--- src/design/cache_pkg.sv ---
package cache_pkg;

    // ----------------------------------------
    // Address split
    // ----------------------------------------

    // Byte address seen by the load/store unit.
    localparam int addr_w = 32;

    // Byte offset inside one cache line.
    localparam int offset_w = 4;

    // Line address, the byte address without its offset.
    localparam int line_addr_w = addr_w - offset_w;

    // Set index, the low end of the line address.
    localparam int index_w = 9;

    // Tag stored with a victim line.
    localparam int tag_w = 19;

    // ----------------------------------------
    // Line and MSHR sizes
    // ----------------------------------------

    localparam int line_w = 128;

    localparam int mshr_rows = 8;
    localparam int mshr_ptr_w = 3;

    // Lookup opcode issued by the pipeline.
    typedef enum logic [1:0] {
        dop_none = 2'd0,
        dop_r    = 2'd1,
        dop_w    = 2'd2
    } dop_t;

endpackage

--- src/design/mem_pkg.sv ---
package mem_pkg;

    // ----------------------------------------
    // Memory bus
    // ----------------------------------------

    // Memory is addressed by whole lines.
    localparam int mem_addr_w = 28;

    // One transfer carries one full line.
    localparam int mem_data_w = 128;

    // Request command on the memory port.
    typedef enum logic {
        cmd_read  = 1'b0,
        cmd_write = 1'b1
    } mem_cmd_t;

endpackage

--- src/design/writeback_handler.sv ---
module writeback_handler (
    input  logic                           g,
    input  logic                           rst,
    input  logic                           wb_valid,
    input  logic [mem_pkg::mem_addr_w-1:0] wb_addr,
    input  logic [mem_pkg::mem_data_w-1:0] wb_data,
    output logic                           wb_accept,
    output logic                           wbq_valid,
    output logic [mem_pkg::mem_addr_w-1:0] wbq_addr,
    output logic [mem_pkg::mem_data_w-1:0] wbq_data,
    input  logic                           wbq_ready
);

    always_ff @(posedge g)
    begin
        if (rst)
        begin
            wbq_valid <= 1'b0;
        end
        else if (!wbq_valid)
        begin
            wbq_valid <= wb_valid;
        end
        else if (wbq_ready)
        begin
            wbq_valid <= 1'b0;
        end
    end

    // Fields load only while idle, so they stay put until memory takes them.
    always_ff @(posedge g)
    begin
        if (!wbq_valid && wb_valid)
        begin
            wbq_addr <= wb_addr;
            wbq_data <= wb_data;
        end
    end

    assign wb_accept = wbq_valid && wbq_ready;

endmodule

--- src/design/load_handler.sv ---
module load_handler (
    input  logic                           g,
    input  logic                           rst,
    input  logic                           ld_valid,
    input  logic [mem_pkg::mem_addr_w-1:0] ld_addr,
    output logic                           ld_accept,
    output logic                           ldq_valid,
    output logic [mem_pkg::mem_addr_w-1:0] ldq_addr,
    input  logic                           ldq_ready
);

    always_ff @(posedge g)
    begin
        if (rst)
        begin
            ldq_valid <= 1'b0;
        end
        else if (!ldq_valid)
        begin
            ldq_valid <= ld_valid;
        end
        else if (ldq_ready)
        begin
            ldq_valid <= 1'b0;
        end
    end

    always_ff @(posedge g)
    begin
        if (!ldq_valid && ld_valid)
        begin
            ldq_addr <= ld_addr;
        end
    end

    // The MSHR marks the row issued on this pulse.
    assign ld_accept = ldq_valid && ldq_ready;

endmodule

--- src/design/mem_listener.sv ---
module mem_listener (
    input  logic                                g,
    input  logic                                rst,
    input  logic                                mem_resp_valid,
    input  logic [mem_pkg::mem_data_w-1:0]      mem_resp_data,
    input  logic [cache_pkg::line_addr_w-1:0]   retire_addr,
    output logic                                received,
    output logic                                refill_valid,
    output logic [cache_pkg::line_addr_w-1:0]   refill_addr,
    output logic [cache_pkg::line_w-1:0]        refill_data
);

    // Replies return in read order, so each one belongs to the retire row.
    assign received = mem_resp_valid;

    always_ff @(posedge g)
    begin
        if (rst)
        begin
            refill_valid <= 1'b0;
        end
        else
        begin
            refill_valid <= mem_resp_valid;
        end
    end

    always_ff @(posedge g)
    begin
        if (mem_resp_valid)
        begin
            refill_addr <= retire_addr;
            refill_data <= mem_resp_data;
        end
    end

endmodule

--- src/design/mem_request_mux.sv ---
module mem_request_mux (
    input  logic                           g,
    input  logic                           rst,
    input  logic                           wbq_valid,
    input  logic [mem_pkg::mem_addr_w-1:0] wbq_addr,
    input  logic [mem_pkg::mem_data_w-1:0] wbq_data,
    input  logic                           ldq_valid,
    input  logic [mem_pkg::mem_addr_w-1:0] ldq_addr,
    output logic                           wbq_ready,
    output logic                           ldq_ready,
    output logic                           mem_req_valid,
    output mem_pkg::mem_cmd_t              mem_cmd,
    output logic [mem_pkg::mem_addr_w-1:0] mem_req_addr,
    output logic [mem_pkg::mem_data_w-1:0] mem_req_data,
    input  logic                           mem_req_ready
);

    logic              lock_q;
    mem_pkg::mem_cmd_t grant_q;
    logic              sel_wb;

    // A stalled source keeps the port; otherwise writeback wins each new grant.
    assign sel_wb = lock_q ? (grant_q == mem_pkg::cmd_write) : wbq_valid;

    assign mem_req_valid = sel_wb ? wbq_valid : ldq_valid;
    assign mem_cmd       = sel_wb ? mem_pkg::cmd_write : mem_pkg::cmd_read;
    assign mem_req_addr  = sel_wb ? wbq_addr : ldq_addr;
    assign mem_req_data  = sel_wb ? wbq_data : '0;

    assign wbq_ready = mem_req_ready && sel_wb;
    assign ldq_ready = mem_req_ready && !sel_wb;

    always_ff @(posedge g)
    begin
        if (rst)
        begin
            lock_q  <= 1'b0;
            grant_q <= mem_pkg::cmd_read;
        end
        else if (mem_req_valid && !mem_req_ready)
        begin
            lock_q  <= 1'b1;
            grant_q <= mem_cmd;
        end
        else if (mem_req_valid)
        begin
            lock_q <= 1'b0;
        end
    end

endmodule

--- src/design/miss_handler.sv ---
module miss_handler (
    input  logic                                g,
    input  logic                                rst,
    input  cache_pkg::dop_t                     op,
    input  logic [cache_pkg::addr_w-1:0]        addr,
    input  logic                                hit,
    input  logic                                dirty,
    input  logic [cache_pkg::tag_w-1:0]         tag,
    input  logic [cache_pkg::line_w-1:0]        data,
    output logic                                mshr_full,
    output logic                                mem_req_valid,
    output mem_pkg::mem_cmd_t                   mem_cmd,
    output logic [mem_pkg::mem_addr_w-1:0]      mem_req_addr,
    output logic [mem_pkg::mem_data_w-1:0]      mem_req_data,
    input  logic                                mem_req_ready,
    input  logic                                mem_resp_valid,
    input  logic [mem_pkg::mem_data_w-1:0]      mem_resp_data,
    output logic                                refill_valid,
    output logic [cache_pkg::line_addr_w-1:0]   refill_addr,
    output logic [cache_pkg::line_w-1:0]        refill_data
);

    // ----------------------------------------
    // MSHR rows
    // ----------------------------------------

    logic [cache_pkg::mshr_rows-1:0]   ent_valid;
    logic [cache_pkg::mshr_rows-1:0]   ent_wb;
    logic [cache_pkg::mshr_rows-1:0]   ent_issued;
    logic [cache_pkg::line_addr_w-1:0] ent_line [cache_pkg::mshr_rows];
    logic [cache_pkg::tag_w-1:0]       ent_tag  [cache_pkg::mshr_rows];
    logic [cache_pkg::line_w-1:0]      ent_data [cache_pkg::mshr_rows];

    logic [cache_pkg::mshr_ptr_w-1:0]  alloc_ptr;
    logic [cache_pkg::mshr_ptr_w-1:0]  issue_ptr;
    logic [cache_pkg::mshr_ptr_w-1:0]  retire_ptr;

    logic [cache_pkg::line_addr_w-1:0] req_line;
    logic [cache_pkg::mshr_rows-1:0]   line_match;
    logic                              is_miss;
    logic                              merged;
    logic                              alloc;

    logic                              wb_valid;
    logic [mem_pkg::mem_addr_w-1:0]    wb_addr;
    logic [mem_pkg::mem_data_w-1:0]    wb_data;
    logic                              wb_accept;
    logic                              wbq_valid;
    logic [mem_pkg::mem_addr_w-1:0]    wbq_addr;
    logic [mem_pkg::mem_data_w-1:0]    wbq_data;
    logic                              wbq_ready;
    logic                              ld_valid;
    logic [mem_pkg::mem_addr_w-1:0]    ld_addr;
    logic                              ld_accept;
    logic                              ldq_valid;
    logic [mem_pkg::mem_addr_w-1:0]    ldq_addr;
    logic                              ldq_ready;
    logic                              received;
    logic [cache_pkg::line_addr_w-1:0] retire_addr;

    assign req_line = addr[cache_pkg::addr_w-1:cache_pkg::offset_w];
    assign is_miss  = (op == cache_pkg::dop_r || op == cache_pkg::dop_w) && !hit;

    always_comb
    begin
        for (int i = 0; i < cache_pkg::mshr_rows; i++)
        begin
            line_match[i] = ent_valid[i] && (ent_line[i] == req_line);
        end
    end

    // The registered refill is the line that has left the MSHR but is not in the cache yet.
    assign merged = (|line_match) || (refill_valid && refill_addr == req_line);
    assign alloc  = is_miss && !merged && !ent_valid[alloc_ptr];

    assign mshr_full = &ent_valid;

    always_ff @(posedge g)
    begin
        if (rst)
        begin
            ent_valid  <= '0;
            ent_wb     <= '0;
            ent_issued <= '0;
        end
        else
        begin
            if (alloc)
            begin
                ent_valid[alloc_ptr]  <= 1'b1;
                ent_wb[alloc_ptr]     <= dirty;
                ent_issued[alloc_ptr] <= 1'b0;
            end
            if (wb_accept)
            begin
                ent_wb[issue_ptr] <= 1'b0;
            end
            if (ld_accept)
            begin
                ent_issued[issue_ptr] <= 1'b1;
            end
            if (received)
            begin
                ent_valid[retire_ptr] <= 1'b0;
            end
        end
    end

    always_ff @(posedge g)
    begin
        if (alloc)
        begin
            ent_line[alloc_ptr] <= req_line;
            ent_tag[alloc_ptr]  <= tag;
            ent_data[alloc_ptr] <= data;
        end
    end

    // Rows are taken, issued and retired in the same circular order.
    always_ff @(posedge g)
    begin
        if (rst)
        begin
            alloc_ptr  <= '0;
            issue_ptr  <= '0;
            retire_ptr <= '0;
        end
        else
        begin
            if (alloc)
            begin
                alloc_ptr <= alloc_ptr + (cache_pkg::mshr_ptr_w)'(1);
            end
            if (ld_accept)
            begin
                issue_ptr <= issue_ptr + (cache_pkg::mshr_ptr_w)'(1);
            end
            if (received)
            begin
                retire_ptr <= retire_ptr + (cache_pkg::mshr_ptr_w)'(1);
            end
        end
    end

    // ----------------------------------------
    // Memory side
    // ----------------------------------------

    // A dirty victim goes out first; the line read waits until it is taken.
    assign wb_valid = ent_valid[issue_ptr] && ent_wb[issue_ptr];
    assign wb_addr  = {ent_tag[issue_ptr], ent_line[issue_ptr][cache_pkg::index_w-1:0]};
    assign wb_data  = ent_data[issue_ptr];

    assign ld_valid = ent_valid[issue_ptr] && !ent_wb[issue_ptr] && !ent_issued[issue_ptr];
    assign ld_addr  = ent_line[issue_ptr];

    assign retire_addr = ent_line[retire_ptr];

    writeback_handler i_writeback_handler (
        .g         (g),
        .rst       (rst),
        .wb_valid  (wb_valid),
        .wb_addr   (wb_addr),
        .wb_data   (wb_data),
        .wb_accept (wb_accept),
        .wbq_valid (wbq_valid),
        .wbq_addr  (wbq_addr),
        .wbq_data  (wbq_data),
        .wbq_ready (wbq_ready)
    );

    load_handler i_load_handler (
        .g         (g),
        .rst       (rst),
        .ld_valid  (ld_valid),
        .ld_addr   (ld_addr),
        .ld_accept (ld_accept),
        .ldq_valid (ldq_valid),
        .ldq_addr  (ldq_addr),
        .ldq_ready (ldq_ready)
    );

    mem_request_mux i_mem_request_mux (
        .g             (g),
        .rst           (rst),
        .wbq_valid     (wbq_valid),
        .wbq_addr      (wbq_addr),
        .wbq_data      (wbq_data),
        .ldq_valid     (ldq_valid),
        .ldq_addr      (ldq_addr),
        .wbq_ready     (wbq_ready),
        .ldq_ready     (ldq_ready),
        .mem_req_valid (mem_req_valid),
        .mem_cmd       (mem_cmd),
        .mem_req_addr  (mem_req_addr),
        .mem_req_data  (mem_req_data),
        .mem_req_ready (mem_req_ready)
    );

    mem_listener i_mem_listener (
        .g              (g),
        .rst            (rst),
        .mem_resp_valid (mem_resp_valid),
        .mem_resp_data  (mem_resp_data),
        .retire_addr    (retire_addr),
        .received       (received),
        .refill_valid   (refill_valid),
        .refill_addr    (refill_addr),
        .refill_data    (refill_data)
    );

endmodule

--- src/design/dcache_miss_path.sv ---
module dcache_miss_path (
    input  logic                                g,
    input  logic                                rst,
    input  cache_pkg::dop_t                     op,
    input  logic [cache_pkg::addr_w-1:0]        addr,
    input  logic                                hit,
    input  logic                                dirty,
    input  logic [cache_pkg::tag_w-1:0]         tag,
    input  logic [cache_pkg::line_w-1:0]        data,
    output logic                                mshr_full,
    output logic                                mem_req_valid,
    output mem_pkg::mem_cmd_t                   mem_cmd,
    output logic [mem_pkg::mem_addr_w-1:0]      mem_req_addr,
    output logic [mem_pkg::mem_data_w-1:0]      mem_req_data,
    input  logic                                mem_req_ready,
    input  logic                                mem_resp_valid,
    input  logic [mem_pkg::mem_data_w-1:0]      mem_resp_data,
    output logic                                refill_valid,
    output logic [cache_pkg::line_addr_w-1:0]   refill_addr,
    output logic [cache_pkg::line_w-1:0]        refill_data
);

    // Miss path of the write-back data cache in the load/store unit.
    miss_handler i_miss_handler (
        .g              (g),
        .rst            (rst),
        .op             (op),
        .addr           (addr),
        .hit            (hit),
        .dirty          (dirty),
        .tag            (tag),
        .data           (data),
        .mshr_full      (mshr_full),
        .mem_req_valid  (mem_req_valid),
        .mem_cmd        (mem_cmd),
        .mem_req_addr   (mem_req_addr),
        .mem_req_data   (mem_req_data),
        .mem_req_ready  (mem_req_ready),
        .mem_resp_valid (mem_resp_valid),
        .mem_resp_data  (mem_resp_data),
        .refill_valid   (refill_valid),
        .refill_addr    (refill_addr),
        .refill_data    (refill_data)
    );

endmodule

--- config.mk ---
export PLATFORM = sky130hd
export DESIGN_NAME = dcache_miss_path
export DESIGN_NICKNAME = d
export VERILOG_FILES = /design/src/design/cache_pkg.sv /design/src/design/mem_pkg.sv /design/src/design/writeback_handler.sv /design/src/design/load_handler.sv /design/src/design/mem_listener.sv /design/src/design/mem_request_mux.sv /design/src/design/miss_handler.sv /design/src/design/dcache_miss_path.sv
export SDC_FILE = /design/constraint.sdc
export NUM_CORES = 2
export LEC_CHECK = 0
export BUFFER_PORTS_ARGS = -buffer_cell sky130_fd_sc_hd__buf_2
export CAP_MARGIN = 5
export CORE_MARGIN = 2
export CORE_UTILIZATION = 40
export CTS_CLUSTER_SIZE = 8
export DETAILED_ROUTE_END_ITERATION = 8
export SLEW_MARGIN = 5
export SYNTH_ARGS = -nofsm -noshare
export SYNTH_HDL_FRONTEND = slang
export SYNTH_SLANG_ARGS = --single-unit
--- constraint.sdc ---
create_clock -name g -period 18.72 [get_ports g]
set_clock_uncertainty 0.15 [all_clocks]
set_input_delay 2.808 -clock g [delete_from_list [all_inputs] [get_ports g]]
set_output_delay 2.808 -clock g [all_outputs]
set_load 0.02 [all_outputs]
==> results.sh <==
export IMPL_outcome="complete, no violations"
export IMPL_finalSetupViolCount=0
export IMPL_worstPathCellList="buf_2 > xnor2_1 > nand4_1 > nor4_1 > and4_1 > or3_1 > nor3_4 > buf_4 > buf_4 > buf_4"
export IMPL_synth_top_family_by_area="compound AO/OA/AOI/OAI gates"
export IMPL_yosysWarnings=0
export IMPL_clockPowerShare_pct=46.4
export IMPL_synth_top_area_cell="edfxtp_1"
export IMPL_insertion_delay_ps=920
export IMPL_nNetsFinal=4659
export IMPL_synth_adder_area_share_pct=0.0555
export IMPL_drt_total_wl_um=194000
export IMPL_pwr_share_seq_pct=49.0
export IMPL_finalSetupTns_ps=0
export IMPL_antenna_found_initial=60
export IMPL_synthSimpleGateAreaFrac_pct=4.27
export IMPL_rsz0062_at_grt="false"
export IMPL_tritoncts="done"
export IMPL_synth_compound_area_share_pct=7.19
export IMPL_leakage_nw=26.1
export IMPL_grt_max_degree=149
export IMPL_combPwrFrac_pct=4.5
export IMPL_vdd_drop_max_mv=0.0960
export IMPL_internal_power_w=0.00732
export IMPL_drt_iter0_drc=4129
export IMPL_switchingPower_w=0.00191
export IMPL_critPathCaptureType="register"
export IMPL_worstPathMaxFanout=50
export IMPL_synth_edff_count=1740
export IMPL_seq_area_mm2=0.0531
export IMPL_coreArea_mm2=0.168
export IMPL_critPathRequiredTime_ps=19060
export IMPL_min_path_type="reg -> reg"
export IMPL_synth_seq_cells=1781
export IMPL_holdCritStartpoint="i_miss_handler.ent_wb[6]"
export IMPL_io_pins=631
export IMPL_final_cell_mix="1740 x edfxtp_1, 625 x buf_2, 599 x a22oi_1"
export IMPL_ys_async_sr_fraction_pct=0
export IMPL_synthCells=3601
export IMPL_crit_type="in -> reg"
export IMPL_synthMuxAreaShare_pct=5.40
export IMPL_wl_per_cell_um=29.4
export IMPL_worstReg2RegStart="i_miss_handler.issue_ptr[1]"
export IMPL_numCtsBuffers=274
export IMPL_vias=37800
export IMPL_fillers=13900
export IMPL_fp_dieW_um=415
export IMPL_synth_top_area_share_pct=77.2
export IMPL_period_share_pct=37.7
export IMPL_grt_pass1_wl_um=275000
export IMPL_finalHoldViolations=0
export IMPL_std_cell_rows=150
export IMPL_clock_sink_count=1781
export IMPL_drv_slew=0
export IMPL_maxCapViolCount=0
export IMPL_synth_ff_type="edfxtp_1"
export IMPL_synth_nets=3919
export IMPL_antenna_left=0
export IMPL_die_area_mm2=0.172
export IMPL_gr_usage_all_layers_pct=22.0
export IMPL_dr_pass1_iters=5
export IMPL_synth_area_leaders="edfxtp_1 77%, a22oi_1 6.6%, mux4_2 3.8%"
export IMPL_root_buffer="clkbuf_16"
export IMPL_critical_path_arrival_ps=7410
export IMPL_syn_mean_instance_area_um2=18.8
export IMPL_synth_area_mm2=0.0676
export IMPL_grt_pass1_vias=37500
export IMPL_critPathMostFrequentCell="buf_4"
export IMPL_ctsHtreeMaxLevel=5
export IMPL_ys_seq_area_share_pct=78.5
export IMPL_final_core_utilization_pct=48.1
export IMPL_worst_path_max_delay_cell="buf_4"
export IMPL_postCtsSetupBuffers=0
export IMPL_place_congestion=0.922
export IMPL_io_buffers=626
export IMPL_max_stage_delay_ps=790
export IMPL_crit_path_start="addr[21]"
export IMPL_start_util_pct=40.4
export IMPL_postCtsResizedCells=0
export IMPL_clk_pin_slew_ps=50
export IMPL_synth_distinct_cells=55
export IMPL_area_growth_pct=19.2
export IMPL_dieHeight_um=415
export IMPL_finalCriticalPeriod_ps=7060
export IMPL_worst_pin_slew_ps=1230
export IMPL_swShare_pct=20.7
export IMPL_hpwl_um=109000
export IMPL_slew_headroom_pct=18.3
export IMPL_final_common_cell="edfxtp_1"
export IMPL_postCtsHoldBufs=0
export IMPL_vias_per_cell=5.71
export IMPL_grt_overflow_total=0
export IMPL_fmax_ghz=0.142
export IMPL_multi_input_area_mm2=0.0137
export IMPL_cellPowerDensity_mw_per_mm2=114
export IMPL_drive_gt1_share_pct=27.6
export IMPL_clockBufferDepth=4
export IMPL_critPathLaunchType="input port"
export IMPL_drc=0
export IMPL_synth_xor_area_share_pct=3.25
-- synth_stat cells, drive strengths merged, types with 2 or more instances --
library cell  instances
nand3                 8
nand4               194
nor4                 30
or4                   3
a21oi                16
nand2                36
mux4                114
and3                  5
inv                  12
nor3b                 2
a22oi               599
nor2                 26
buf                  51
xor2                 63
nand2b               11
o21ai                 3
nand3b                2
clkbuf              174
ha                    3
nor2b               133
o21a                  7
xnor2               188
mux2                 86
nor3                  7
a2111oi               3
o32ai                 7
and4                  4
or3b                  2
a31oi                 3
o2111ai               2
edfxtp             1740
mux2i                12
o2bb2ai               2
dfxtp                41
-- final timing paths --
path,endpoint,slack (ps),cells past startpoint
hold reg to reg,i_miss_handler.ent_wb[6],310,2
setup / recovery,i_miss_handler.ent_tag[6][15],11660,10
setup reg to reg,i_miss_handler.i_writeback_handler.wbq_data[17],13300,8
hold / removal,i_miss_handler.ent_wb[6],310,2
-- cells by family after synthesis --
kind of cell,after synthesis
simple gates,468
mux,212
flops,1781
fa+ha+maj,3
xor+xnor,251
compound gates,649
buf+inv,237
-- critical path: cells and delay by family --
kind,cells,cell delay [ps]
XOR/XNOR,1,290
AND/OR/NAND/NOR,5,1570
buffers and inverters,4,2530
-- layout make-up --
cell class	count	area share, %
multi-input cells	1583	17.0
repair buffers	689	4.57
clock buffers	308	8.91
well taps	2204	3.42
clock inverters	10	0.161
flip-flops and latches	1781	65.8
diodes	20	0.0620
inverters	12	0.0558
-- power groups by stage --
stage / clock [W] / combinational (W) / sequential [W]
2_1_floorplan: 0 / 0.000187 / 0.00463
3_3_place_gp: 0 / 0.000416 / 0.00460
3_5_place_dp: 0 / 0.000419 / 0.00460
4_1_cts: 0.00438 / 0.000421 / 0.00453
5_1_grt: 0.00453 / 0.000445 / 0.00453
6_report: 0.00429 / 0.000417 / 0.00453
-- per-stage QoR --
| stage | hold slack [ps] | total power (W) | area [um^2] | setup slack [ps] | instances |
|---|---|---|---|---|---|
| 2_1_floorplan | 284 | 0.00482 | 67600 | 5710 | 3601 |
| 3_3_place_gp | 294 | 0.00501 | 73300 | 10750 | 6269 |
| 3_5_place_dp | 300 | 0.00502 | 73300 | 10740 | 6269 |
| 4_1_cts | 307 | 0.00932 | 80600 | 11700 | 6587 |
| 5_1_grt | 337 | 0.00950 | 80600 | 11550 | 6600 |
| 6_report | 308 | 0.00923 | 80700 | 11660 | 6607 |
-- layer usage --
layer	wire length [um]	global-route usage (%)	part of all wire (%)	vias to the layer above
met3	16100	5.65	8.3	361
met1	79600	30.0	41	19400
met5	215	0	0.11	-
li1	-	-	-	16200
met4	5080	7.31	2.6	34
met2	93200	34.5	48	1737
-- registers in the layout, indices dropped and copies added, names as in the netlist, 3 cells and up, named ones only --
register	cells
i_miss_handler.ent_data	1024
i_miss_handler.ent_valid	8
i_miss_handler.i_mem_listener.refill_addr	28
i_miss_handler.ent_line	224
i_miss_handler.ent_issued	8
i_miss_handler.i_load_handler.ldq_addr	28
i_miss_handler.retire_ptr	3
i_miss_handler.ent_wb	8
i_miss_handler.i_writeback_handler.wbq_data	128
i_miss_handler.i_writeback_handler.wbq_addr	28
i_miss_handler.issue_ptr	3
i_miss_handler.alloc_ptr	3
i_miss_handler.i_mem_listener.refill_data	128
i_miss_handler.ent_tag	152
No activity file was read; power rests on OpenSTA's default activity.
